`config.mk`:
```
export PLATFORM = sky130hd
export DESIGN_NAME = decode_stage_top
export DESIGN_NICKNAME = d
export VERILOG_FILES = /design/src/design/rv_decode_pkg.sv /design/src/design/fetch_capture.sv /design/src/design/instruction_decoder.sv /design/src/design/operand_read.sv /design/src/design/decode_stage_top.sv
export SDC_FILE = /design/constraint.sdc
export NUM_CORES = 2
export LEC_CHECK = 0
export CAP_MARGIN = 25
export CELL_PAD_IN_SITES_DETAIL_PLACEMENT = 0
export CELL_PAD_IN_SITES_GLOBAL_PLACEMENT = 1
export CORE_ASPECT_RATIO = 0.7
export CORE_UTILIZATION = 49
export DETAILED_ROUTE_END_ITERATION = 8
export DONT_BUFFER_PORTS = 1
export PLACE_DENSITY = 0.8
export SLEW_MARGIN = 30
export SYNTH_ARGS = -nofsm -noshare
export SYNTH_HDL_FRONTEND = slang
export SYNTH_SLANG_ARGS = --single-unit
```
`constraint.sdc`:
```
create_clock -name i_clk -period 29.9 [get_ports i_clk]
set_input_delay 2.99 -clock i_clk [delete_from_list [all_inputs] [get_ports i_clk]]
set_output_delay 2.99 -clock i_clk [all_outputs]
set_load 0.005 [all_outputs]
```
`src/design/rv_decode_pkg.sv`:
```
package rv_decode_pkg;

    ////////////////////
    // Widths

    // Data path and instruction word width
    localparam int XLEN = 32;

    // Register index width and register count
    localparam int REG_ADDR_W = 5;
    localparam int NUM_REGS   = 32;

    ////////////////////
    // Major opcodes

    // LUI; AUIPC is the same pattern with bit 5 clear
    localparam logic [6:0] OPC_UPPER  = 7'b0110111;

    // JAL; JALR is the same pattern with bit 3 clear
    localparam logic [6:0] OPC_JAL    = 7'b1101111;

    // BEQ BNE BLT BGE BLTU BGEU
    localparam logic [6:0] OPC_BRANCH = 7'b1100011;

    // LB LH LW LBU LHU
    localparam logic [6:0] OPC_LOAD   = 7'b0000011;

    // SB SH SW
    // Differs from a load only in bit 5
    localparam logic [6:0] OPC_STORE  = 7'b0100011;

    // ADDI SLTI SLTIU XORI ORI ANDI and the immediate shifts
    localparam logic [6:0] OPC_OP_IMM = 7'b0010011;

    // Register to register ALU operations
    localparam logic [6:0] OPC_OP     = 7'b0110011;

    ////////////////////
    // Execution units

    // Selects the block downstream that executes the instruction
    // Code 7 is never produced
    typedef enum logic [2:0] {
        UNIT_UPPER,
        UNIT_JUMP,
        UNIT_BRANCH,
        UNIT_MEM,
        UNIT_ALU_IMM,
        UNIT_ALU_REG,
        UNIT_ILLEGAL
    } unit_t;

    ////////////////////
    // Start up

    // addi x0, x0, 0
    localparam logic [XLEN-1:0] NOP_WORD = 32'h0000_0013;

    // PC tagged onto the NOP after reset
    localparam logic [XLEN-1:0] RESET_VECTOR = 32'h0000_0000;

endpackage

```
`src/design/fetch_capture.sv`:
```
`timescale 1ns/1ps

module fetch_capture (
    input  logic                            i_clk,
    input  logic                            i_reset,
    input  logic                            i_fetch_valid,
    input  logic [rv_decode_pkg::XLEN-1:0]  i_fetch_instr,
    input  logic [rv_decode_pkg::XLEN-1:0]  i_fetch_pc,
    output logic                            o_valid,
    output logic [rv_decode_pkg::XLEN-1:0]  o_instr,
    output logic [rv_decode_pkg::XLEN-1:0]  o_pc
);
    import rv_decode_pkg::*;

    // High from reset until the first edge after release
    logic nop_pending;

    // Strobe and injection flag
    always_ff @(posedge i_clk or posedge i_reset)
    begin
        if (i_reset)
        begin
            nop_pending <= 1'b1;
            o_valid     <= 1'b0;
        end
        else
        begin
            nop_pending <= 1'b0;
            // The NOP takes the slot, any fetch on this edge is lost
            o_valid     <= nop_pending | i_fetch_valid;
        end
    end

    // Word and PC
    always_ff @(posedge i_clk)
    begin
        if (nop_pending)
        begin
            o_instr <= NOP_WORD;
            o_pc    <= RESET_VECTOR;
        end
        else if (i_fetch_valid)
        begin
            o_instr <= i_fetch_instr;
            o_pc    <= i_fetch_pc;
        end
    end

endmodule

```
`src/design/instruction_decoder.sv`:
```
`timescale 1ns/1ps

module instruction_decoder (
    input  logic                                   i_clk,
    input  logic                                   i_reset,
    input  logic                                   i_valid,
    input  logic        [rv_decode_pkg::XLEN-1:0]  i_instr,
    input  logic        [rv_decode_pkg::XLEN-1:0]  i_pc,
    output logic                                   o_valid,
    output rv_decode_pkg::unit_t                   o_unit,
    output logic                                   o_iop,
    output logic        [2:0]                      o_funct3,
    output logic  [rv_decode_pkg::REG_ADDR_W-1:0]  o_rd,
    output logic  [rv_decode_pkg::REG_ADDR_W-1:0]  o_rs1,
    output logic  [rv_decode_pkg::REG_ADDR_W-1:0]  o_rs2,
    output logic                                   o_rs1_used,
    output logic                                   o_rs2_used,
    output logic signed [rv_decode_pkg::XLEN-1:0]  o_imm,
    output logic        [rv_decode_pkg::XLEN-1:0]  o_pc
);
    import rv_decode_pkg::*;

    // Raw instruction fields
    logic [6:0]            opcode;
    logic [REG_ADDR_W-1:0] rd_field;
    logic [REG_ADDR_W-1:0] rs1_field;
    logic [REG_ADDR_W-1:0] rs2_field;

    // Sign extended immediates, one per format
    logic signed [XLEN-1:0] imm_i;
    logic signed [XLEN-1:0] imm_s;
    logic signed [XLEN-1:0] imm_b;
    logic signed [XLEN-1:0] imm_u;
    logic signed [XLEN-1:0] imm_j;

    // Decoded values ahead of the output register
    unit_t                  unit_d;
    logic                   iop_d;
    logic [2:0]             funct3_d;
    logic [REG_ADDR_W-1:0]  rd_d;
    logic [REG_ADDR_W-1:0]  rs1_d;
    logic [REG_ADDR_W-1:0]  rs2_d;
    logic                   rs1_used_d;
    logic                   rs2_used_d;
    logic signed [XLEN-1:0] imm_d;

    assign opcode    = i_instr[6:0];
    assign rd_field  = i_instr[11:7];
    assign rs1_field = i_instr[19:15];
    assign rs2_field = i_instr[24:20];

    assign imm_i = {{20{i_instr[31]}}, i_instr[31:20]};
    assign imm_s = {{20{i_instr[31]}}, i_instr[31:25], i_instr[11:7]};
    assign imm_b = {{19{i_instr[31]}}, i_instr[31], i_instr[7], i_instr[30:25],
                    i_instr[11:8], 1'b0};
    assign imm_u = {i_instr[31:12], 12'b0};
    assign imm_j = {{11{i_instr[31]}}, i_instr[31], i_instr[19:12], i_instr[20],
                    i_instr[30:21], 1'b0};

    ////////////////////
    // Family select

    // Upper and jump groups ignore the bit that tells their two members apart
    always_comb
    begin
        if ({opcode[6], opcode[4:0]} == {OPC_UPPER[6], OPC_UPPER[4:0]})
            unit_d = UNIT_UPPER;
        else if ({opcode[6:4], opcode[2:0]} == {OPC_JAL[6:4], OPC_JAL[2:0]})
            unit_d = UNIT_JUMP;
        else
        begin
            case (opcode)
                OPC_BRANCH:          unit_d = UNIT_BRANCH;
                OPC_LOAD, OPC_STORE: unit_d = UNIT_MEM;
                OPC_OP_IMM:          unit_d = UNIT_ALU_IMM;
                OPC_OP:              unit_d = UNIT_ALU_REG;
                // CSR, fence, system and anything unknown
                default:             unit_d = UNIT_ILLEGAL;
            endcase
        end
    end

    ////////////////////
    // Fields per family

    always_comb
    begin
        // Everything zero unless the family uses it
        iop_d      = 1'b0;
        funct3_d   = i_instr[14:12];
        rd_d       = '0;
        rs1_d      = '0;
        rs2_d      = '0;
        rs1_used_d = 1'b0;
        rs2_used_d = 1'b0;
        imm_d      = '0;
        case (unit_d)
            UNIT_UPPER:
            begin
                // Bit 5 set for LUI
                iop_d = i_instr[5];
                rd_d  = rd_field;
                imm_d = imm_u;
            end
            UNIT_JUMP:
            begin
                // Bit 3 set for JAL
                iop_d = i_instr[3];
                rd_d  = rd_field;
                imm_d = imm_j;
            end
            UNIT_BRANCH:
            begin
                rs1_d      = rs1_field;
                rs2_d      = rs2_field;
                rs1_used_d = 1'b1;
                rs2_used_d = 1'b1;
                imm_d      = imm_b;
            end
            UNIT_MEM:
            begin
                // Bit 5 marks a store
                iop_d      = i_instr[5];
                rs1_d      = rs1_field;
                rs1_used_d = 1'b1;
                if (i_instr[5])
                begin
                    rs2_d      = rs2_field;
                    rs2_used_d = 1'b1;
                    imm_d      = imm_s;
                end
                else
                begin
                    rd_d  = rd_field;
                    imm_d = imm_i;
                end
            end
            UNIT_ALU_IMM:
            begin
                // SRAI against SRLI
                iop_d      = i_instr[30];
                rd_d       = rd_field;
                rs1_d      = rs1_field;
                rs1_used_d = 1'b1;
                imm_d      = imm_i;
            end
            UNIT_ALU_REG:
            begin
                // SUB and SRA
                iop_d      = i_instr[30];
                rd_d       = rd_field;
                rs1_d      = rs1_field;
                rs2_d      = rs2_field;
                rs1_used_d = 1'b1;
                rs2_used_d = 1'b1;
            end
            default:
            begin
                funct3_d = '0;
            end
        endcase
    end

    // Output strobe
    always_ff @(posedge i_clk or posedge i_reset)
    begin
        if (i_reset)
            o_valid <= 1'b0;
        else
            o_valid <= i_valid;
    end

    // Decoded bundle
    always_ff @(posedge i_clk)
    begin
        if (i_valid)
        begin
            o_unit     <= unit_d;
            o_iop      <= iop_d;
            o_funct3   <= funct3_d;
            o_rd       <= rd_d;
            o_rs1      <= rs1_d;
            o_rs2      <= rs2_d;
            o_rs1_used <= rs1_used_d;
            o_rs2_used <= rs2_used_d;
            o_imm      <= imm_d;
            o_pc       <= i_pc;
        end
    end

endmodule

```
`src/design/operand_read.sv`:
```
`timescale 1ns/1ps

module operand_read (
    input  logic                                   i_clk,
    input  logic                                   i_reset,
    input  logic                                   i_valid,
    input  rv_decode_pkg::unit_t                   i_unit,
    input  logic                                   i_iop,
    input  logic        [2:0]                      i_funct3,
    input  logic  [rv_decode_pkg::REG_ADDR_W-1:0]  i_rd,
    input  logic  [rv_decode_pkg::REG_ADDR_W-1:0]  i_rs1,
    input  logic  [rv_decode_pkg::REG_ADDR_W-1:0]  i_rs2,
    input  logic                                   i_rs1_used,
    input  logic                                   i_rs2_used,
    input  logic signed [rv_decode_pkg::XLEN-1:0]  i_imm,
    input  logic        [rv_decode_pkg::XLEN-1:0]  i_pc,
    input  logic                                   i_wb_valid,
    input  logic  [rv_decode_pkg::REG_ADDR_W-1:0]  i_wb_rd,
    input  logic        [rv_decode_pkg::XLEN-1:0]  i_wb_data,
    output logic                                   o_issue_valid,
    output rv_decode_pkg::unit_t                   o_issue_unit,
    output logic                                   o_issue_iop,
    output logic        [2:0]                      o_issue_funct3,
    output logic  [rv_decode_pkg::REG_ADDR_W-1:0]  o_issue_rd,
    output logic signed [rv_decode_pkg::XLEN-1:0]  o_issue_imm,
    output logic        [rv_decode_pkg::XLEN-1:0]  o_issue_pc,
    output logic        [rv_decode_pkg::XLEN-1:0]  o_issue_rs1_data,
    output logic        [rv_decode_pkg::XLEN-1:0]  o_issue_rs2_data
);
    import rv_decode_pkg::*;

    // Entry 0 is never written
    logic [XLEN-1:0] reg_file [NUM_REGS];

    // Read data ahead of the issue register
    logic [XLEN-1:0] rs1_data;
    logic [XLEN-1:0] rs2_data;

    // One read port with x0, use flag and writeback bypass
    function automatic logic [XLEN-1:0] read_port(
        input logic                  used,
        input logic [REG_ADDR_W-1:0] addr,
        input logic [XLEN-1:0]       stored,
        input logic                  wb_valid,
        input logic [REG_ADDR_W-1:0] wb_rd,
        input logic [XLEN-1:0]       wb_data
    );
        if (!used || addr == '0)
            return '0;
        else if (wb_valid && wb_rd == addr)
            return wb_data;
        else
            return stored;
    endfunction

    ////////////////////
    // Register file

    always_ff @(posedge i_clk or posedge i_reset)
    begin
        if (i_reset)
        begin
            for (int r = 0; r < NUM_REGS; r++)
            begin
                reg_file[r] <= '0;
            end
        end
        // x0 stays zero
        else if (i_wb_valid && i_wb_rd != '0)
        begin
            reg_file[i_wb_rd] <= i_wb_data;
        end
    end

    always_comb
    begin
        rs1_data = read_port(i_rs1_used, i_rs1, reg_file[i_rs1],
                             i_wb_valid, i_wb_rd, i_wb_data);
        rs2_data = read_port(i_rs2_used, i_rs2, reg_file[i_rs2],
                             i_wb_valid, i_wb_rd, i_wb_data);
    end

    ////////////////////
    // Issue register

    always_ff @(posedge i_clk or posedge i_reset)
    begin
        if (i_reset)
            o_issue_valid <= 1'b0;
        else
            o_issue_valid <= i_valid;
    end

    always_ff @(posedge i_clk)
    begin
        if (i_valid)
        begin
            o_issue_unit     <= i_unit;
            o_issue_iop      <= i_iop;
            o_issue_funct3   <= i_funct3;
            o_issue_rd       <= i_rd;
            o_issue_imm      <= i_imm;
            o_issue_pc       <= i_pc;
            o_issue_rs1_data <= rs1_data;
            o_issue_rs2_data <= rs2_data;
        end
    end

endmodule

```
`src/design/decode_stage_top.sv`:
```
`timescale 1ns/1ps

module decode_stage_top (
    input  logic                                   i_clk,
    input  logic                                   i_reset,
    // Fetch side
    input  logic                                   i_fetch_valid,
    input  logic        [rv_decode_pkg::XLEN-1:0]  i_fetch_instr,
    input  logic        [rv_decode_pkg::XLEN-1:0]  i_fetch_pc,
    // Writeback side
    input  logic                                   i_wb_valid,
    input  logic  [rv_decode_pkg::REG_ADDR_W-1:0]  i_wb_rd,
    input  logic        [rv_decode_pkg::XLEN-1:0]  i_wb_data,
    // Issue side
    output logic                                   o_issue_valid,
    output rv_decode_pkg::unit_t                   o_issue_unit,
    output logic                                   o_issue_iop,
    output logic        [2:0]                      o_issue_funct3,
    output logic  [rv_decode_pkg::REG_ADDR_W-1:0]  o_issue_rd,
    output logic signed [rv_decode_pkg::XLEN-1:0]  o_issue_imm,
    output logic        [rv_decode_pkg::XLEN-1:0]  o_issue_pc,
    output logic        [rv_decode_pkg::XLEN-1:0]  o_issue_rs1_data,
    output logic        [rv_decode_pkg::XLEN-1:0]  o_issue_rs2_data
);
    import rv_decode_pkg::*;

    // Capture to decoder
    logic            cap_valid;
    logic [XLEN-1:0] cap_instr;
    logic [XLEN-1:0] cap_pc;

    // Decoder to operand read
    logic                   dec_valid;
    unit_t                  dec_unit;
    logic                   dec_iop;
    logic [2:0]             dec_funct3;
    logic [REG_ADDR_W-1:0]  dec_rd;
    logic [REG_ADDR_W-1:0]  dec_rs1;
    logic [REG_ADDR_W-1:0]  dec_rs2;
    logic                   dec_rs1_used;
    logic                   dec_rs2_used;
    logic signed [XLEN-1:0] dec_imm;
    logic [XLEN-1:0]        dec_pc;

    fetch_capture u_capture (
        .i_clk         (i_clk),
        .i_reset       (i_reset),
        .i_fetch_valid (i_fetch_valid),
        .i_fetch_instr (i_fetch_instr),
        .i_fetch_pc    (i_fetch_pc),
        .o_valid       (cap_valid),
        .o_instr       (cap_instr),
        .o_pc          (cap_pc)
    );

    instruction_decoder u_decoder (
        .i_clk      (i_clk),
        .i_reset    (i_reset),
        .i_valid    (cap_valid),
        .i_instr    (cap_instr),
        .i_pc       (cap_pc),
        .o_valid    (dec_valid),
        .o_unit     (dec_unit),
        .o_iop      (dec_iop),
        .o_funct3   (dec_funct3),
        .o_rd       (dec_rd),
        .o_rs1      (dec_rs1),
        .o_rs2      (dec_rs2),
        .o_rs1_used (dec_rs1_used),
        .o_rs2_used (dec_rs2_used),
        .o_imm      (dec_imm),
        .o_pc       (dec_pc)
    );

    operand_read u_operands (
        .i_clk            (i_clk),
        .i_reset          (i_reset),
        .i_valid          (dec_valid),
        .i_unit           (dec_unit),
        .i_iop            (dec_iop),
        .i_funct3         (dec_funct3),
        .i_rd             (dec_rd),
        .i_rs1            (dec_rs1),
        .i_rs2            (dec_rs2),
        .i_rs1_used       (dec_rs1_used),
        .i_rs2_used       (dec_rs2_used),
        .i_imm            (dec_imm),
        .i_pc             (dec_pc),
        .i_wb_valid       (i_wb_valid),
        .i_wb_rd          (i_wb_rd),
        .i_wb_data        (i_wb_data),
        .o_issue_valid    (o_issue_valid),
        .o_issue_unit     (o_issue_unit),
        .o_issue_iop      (o_issue_iop),
        .o_issue_funct3   (o_issue_funct3),
        .o_issue_rd       (o_issue_rd),
        .o_issue_imm      (o_issue_imm),
        .o_issue_pc       (o_issue_pc),
        .o_issue_rs1_data (o_issue_rs1_data),
        .o_issue_rs2_data (o_issue_rs2_data)
    );

endmodule

```
==> reports/qor.yml <==
finish.utilization_pct: 53.8
cts-hold-fix-buffers: 0
power-per-cell-area_mw_per_mm2: 68.9
grt_pass1_vias: 40618
yosysMostFrequentCell: "sky130_fd_sc_hd__dfrtp_1"
netSwitchingPower_mw: 1.35
route.detailed.vias_per_inst: 6.86
synth_common_cells: "sky130_fd_sc_hd__dfrtp_1, sky130_fd_sc_hd__mux2_2, sky130_fd_sc_hd__mux4_2, sky130_fd_sc_hd__mux2_1, sky130_fd_sc_hd__mux2i_1"
io_pins: 246
grt_antenna_before_repair: 4
timing.rr.end: "u_operands.o_issue_rs1_data[13]"
synthToLayoutAreaGrowth_pct: 9.07
worstSetupEndpointType: "asynchronous set/reset pin"
postSynthNetCount: 4394
final-setup-viol-count: 0
grt_start_max_net_pins: 178
hp-start: "u_operands.reg_file[992]"
timing.critical_path.from: "i_reset"
synth-edff-count: 228
final_layout_size_suffix_gt1_share_pct: 36.0
first_pass_grt_wire_length_um: 296000
netlist-cell-type-count: 53
highest_net_fanout_along_the_worst_path: 121
power.ir.vdd_worst_mv: 0.0515
timing.setup.critical_path_class: "in -> async"
crit_arrival_ns: 5.91
timing.setup.tns_ns: 0
synth-warning-count: 0
result_of_the_run: "finished, final reports clean"
power.switching_fraction_pct: 27.3
synth_top_area_cell: "sky130_fd_sc_hd__dfrtp_1"
design.core.area_mm2: 0.133
final_max_slew_viol_count: 0
power.sequential.fraction_pct: 47.9
drc_violation_total_after_the_first_tritonroute_iteration: 4928
hpwlAfterDp_um: 110000
dieArea_mm2: 0.136
remaining_drc_errors: 0
synth-main-ff-cell: "sky130_fd_sc_hd__dfrtp_1"
yosysSeqAreaShare_pct: 51.5
die_span_x_um: 440
syn-cell-area_mm2: 0.0657
timing_worst_slew_pin_value_ns: 1.04
track_usage_pct: 30.3
wl_per_cell_um: 34.2
worst_clock_skew_ns: 0.0314
finalCritPeriodShare_pct: 16.9
clkSlewWorstSetupHoldPaths_ns: 0.06
max_cap_viol_count: 0
cts-buffers-inserted: 130
globalRoute.totalOverflow: 0
timing.rr.start: "u_decoder.o_rs1[1]"
synth_seq_cells: 1320
instance_count_of_the_mapped_netlist: 4289
synth_largest_type_area_fraction_pct: 39.1
final.min_clock_period_ns: 5.05
postSynth.asyncResetShare_pct: 77.9
hold_path.class: "reg -> reg"
htree_num_levels: 4
die_y_um: 308
worst_ep_required_time_ns: 30.76
cts_resized: 0
nNetsFinal: 4170
syn_avg_cell_area_um2: 15.3
ant_nets: 0
internal_power_mw: 3.59
first_pass_iters: 6
total_leakage_power_nw: 29.2
postRouteWirelength_um: 203000
clkPwrFrac_pct: 35.4
buffer_ports.inserted: 0
postCtsSetupBuffers: 0
clk-insertion-delay-late_ns: 0.80
hold_violations: 0
p_comb_share_pct: 16.7
finalWeightedCongestion: 0.808
rr_worst_depth: 8
clock_tree.root_cell: "sky130_fd_sc_hd__clkbuf_16"
rows: 112
synthTopCellsByArea: "sky130_fd_sc_hd__dfrtp_1, sky130_fd_sc_hd__mux4_2, sky130_fd_sc_hd__mux2_2"
critPathCapture: "u_operands.reg_file[959]"
route.vias.total: 40783
rsz0062_at_grt: "no"
critPathLaunchType: "primary input"
cts.sinks: 1320
timing.max_slew.rel_slack_pct: 30.5
start_util_pct: 49.4
maxClockFrequency_mhz: 198
cts_tree: "built"
cts_max_path_buffers: 3
setup.reg_to_reg.worst_slack_ns: 24.94
fillerInstances: 10664
per-stage QoR:
step / hold slack [ns] / cell area [um^2] / worst slack [ns] / power, mW / cells
floorplan: 0.400 / 65700 / 12.74 / 2.97 / 4289
global placement: 0.377 / 67000 / 23.74 / 3.16 / 5694
detailed placement: 0.384 / 67000 / 23.74 / 3.20 / 5694
CTS: 0.396 / 71500 / 24.59 / 4.94 / 5934
global route: 0.411 / 71700 / 24.47 / 5.12 / 5940
finish: 0.394 / 71700 / 24.85 / 4.94 / 5941
cells by family (layout without fill, tap and decap cells):
logic type,count (synthesis),in the layout,synth area share (%)
AO/OA/AOI/OAI,288,288,3.40
XOR/XNOR,10,10,0.133
buffers and inverters,478,362,3.29
flip-flops,1320,1320,51.5
multiplexers,1772,1772,38.4
other,1,2,0.00571
AND/OR/NAND/NOR,420,420,3.22
layer usage:
layer	vias to the layer above	GRT usage [%]	routed length [um]
li1	16080	-	-
met1	22046	42.4	82800
met2	2212	45.0	91500
met3	441	8.61	21200
met4	4	11.3	7970
met5	-	0	25
placed cells by master (no fill, tap or decap), drive strengths merged, types with 6 or more instances in the layout:
master / instances
mux2i: 277
nand2b: 32
inv: 16
dfrtp: 1027
clkinvlp: 7
o31ai: 64
or2: 67
a22oi: 26
a2bb2oi: 18
edfxtp: 228
mux4: 501
bufinv: 11
buf: 113
a21oi: 11
a211oi: 68
clkbuf: 182
xnor2: 10
nor2: 88
a21o: 20
nand3: 36
mux2: 994
dfxtp: 64
nand4: 33
nor3: 8
a311oi: 64
nand2: 107
and2: 24
clkinv: 33
nor2b: 6
power by group through the flow:
stage | logic [mW] | registers [mW] | clock network [mW]
floorplan | 0.668 | 2.31 | 0
global placement | 0.792 | 2.37 | 0
detailed placement | 0.815 | 2.39 | 0
CTS | 0.818 | 2.35 | 1.77
global route | 0.878 | 2.40 | 1.85
finish | 0.824 | 2.36 | 1.75
worst max-delay path, cell delays in order:
cell	delay (ns)
sky130_fd_sc_hd__clkinvlp_4	0.55
sky130_fd_sc_hd__buf_6	0.59
sky130_fd_sc_hd__buf_4	0.71
sky130_fd_sc_hd__buf_12	0.34
sky130_fd_sc_hd__buf_16	0.49
flip-flops by register name, indices dropped and copies added, names as in the netlist, 5 cells and up:
| name | count |
|---|---|
| u_capture.o_pc | 32 |
| u_decoder.o_rs2 | 5 |
| u_operands.o_issue_rs2_data | 32 |
| u_decoder.o_imm | 32 |
| u_operands.o_issue_imm | 32 |
| u_capture.o_instr | 32 |
| u_operands.o_issue_rd | 5 |
| u_decoder.o_rd | 5 |
| u_operands.reg_file | 1024 |
| u_operands.o_issue_rs1_data | 32 |
| u_decoder.o_rs1 | 5 |
| u_decoder.o_pc | 32 |
| u_operands.o_issue_pc | 32 |
layout make-up:
class | count | area (um^2) | area share (%)
diodes | 1 | 2.50 | 0.00349
clock buffers | 182 | 3690 | 5.15
clock inverters | 58 | 857 | 1.20
inverters | 9 | 37.5 | 0.0524
multi-input cells | 2491 | 30000 | 41.8
flip-flops and latches | 1320 | 33900 | 47.3
well taps | 1767 | 2210 | 3.09
repair buffers | 113 | 1030 | 1.44
worst min-delay path by stage:
| stage | to | slack, ns | depth (start not counted) |
|---|---|---|---|
| 2_1_floorplan | u_operands.o_issue_funct3[0] | 0.40 | 0 |
| 3_3_place_gp | u_operands.reg_file[1009] | 0.38 | 0 |
| 3_5_place_dp | u_operands.reg_file[1007] | 0.38 | 0 |
| 4_1_cts | u_operands.reg_file[1003] | 0.40 | 0 |
| 5_1_grt | u_operands.reg_file[1013] | 0.41 | 0 |
| 6_report | u_operands.reg_file[992] | 0.39 | 0 |
(Power assumes the default switching activity.)
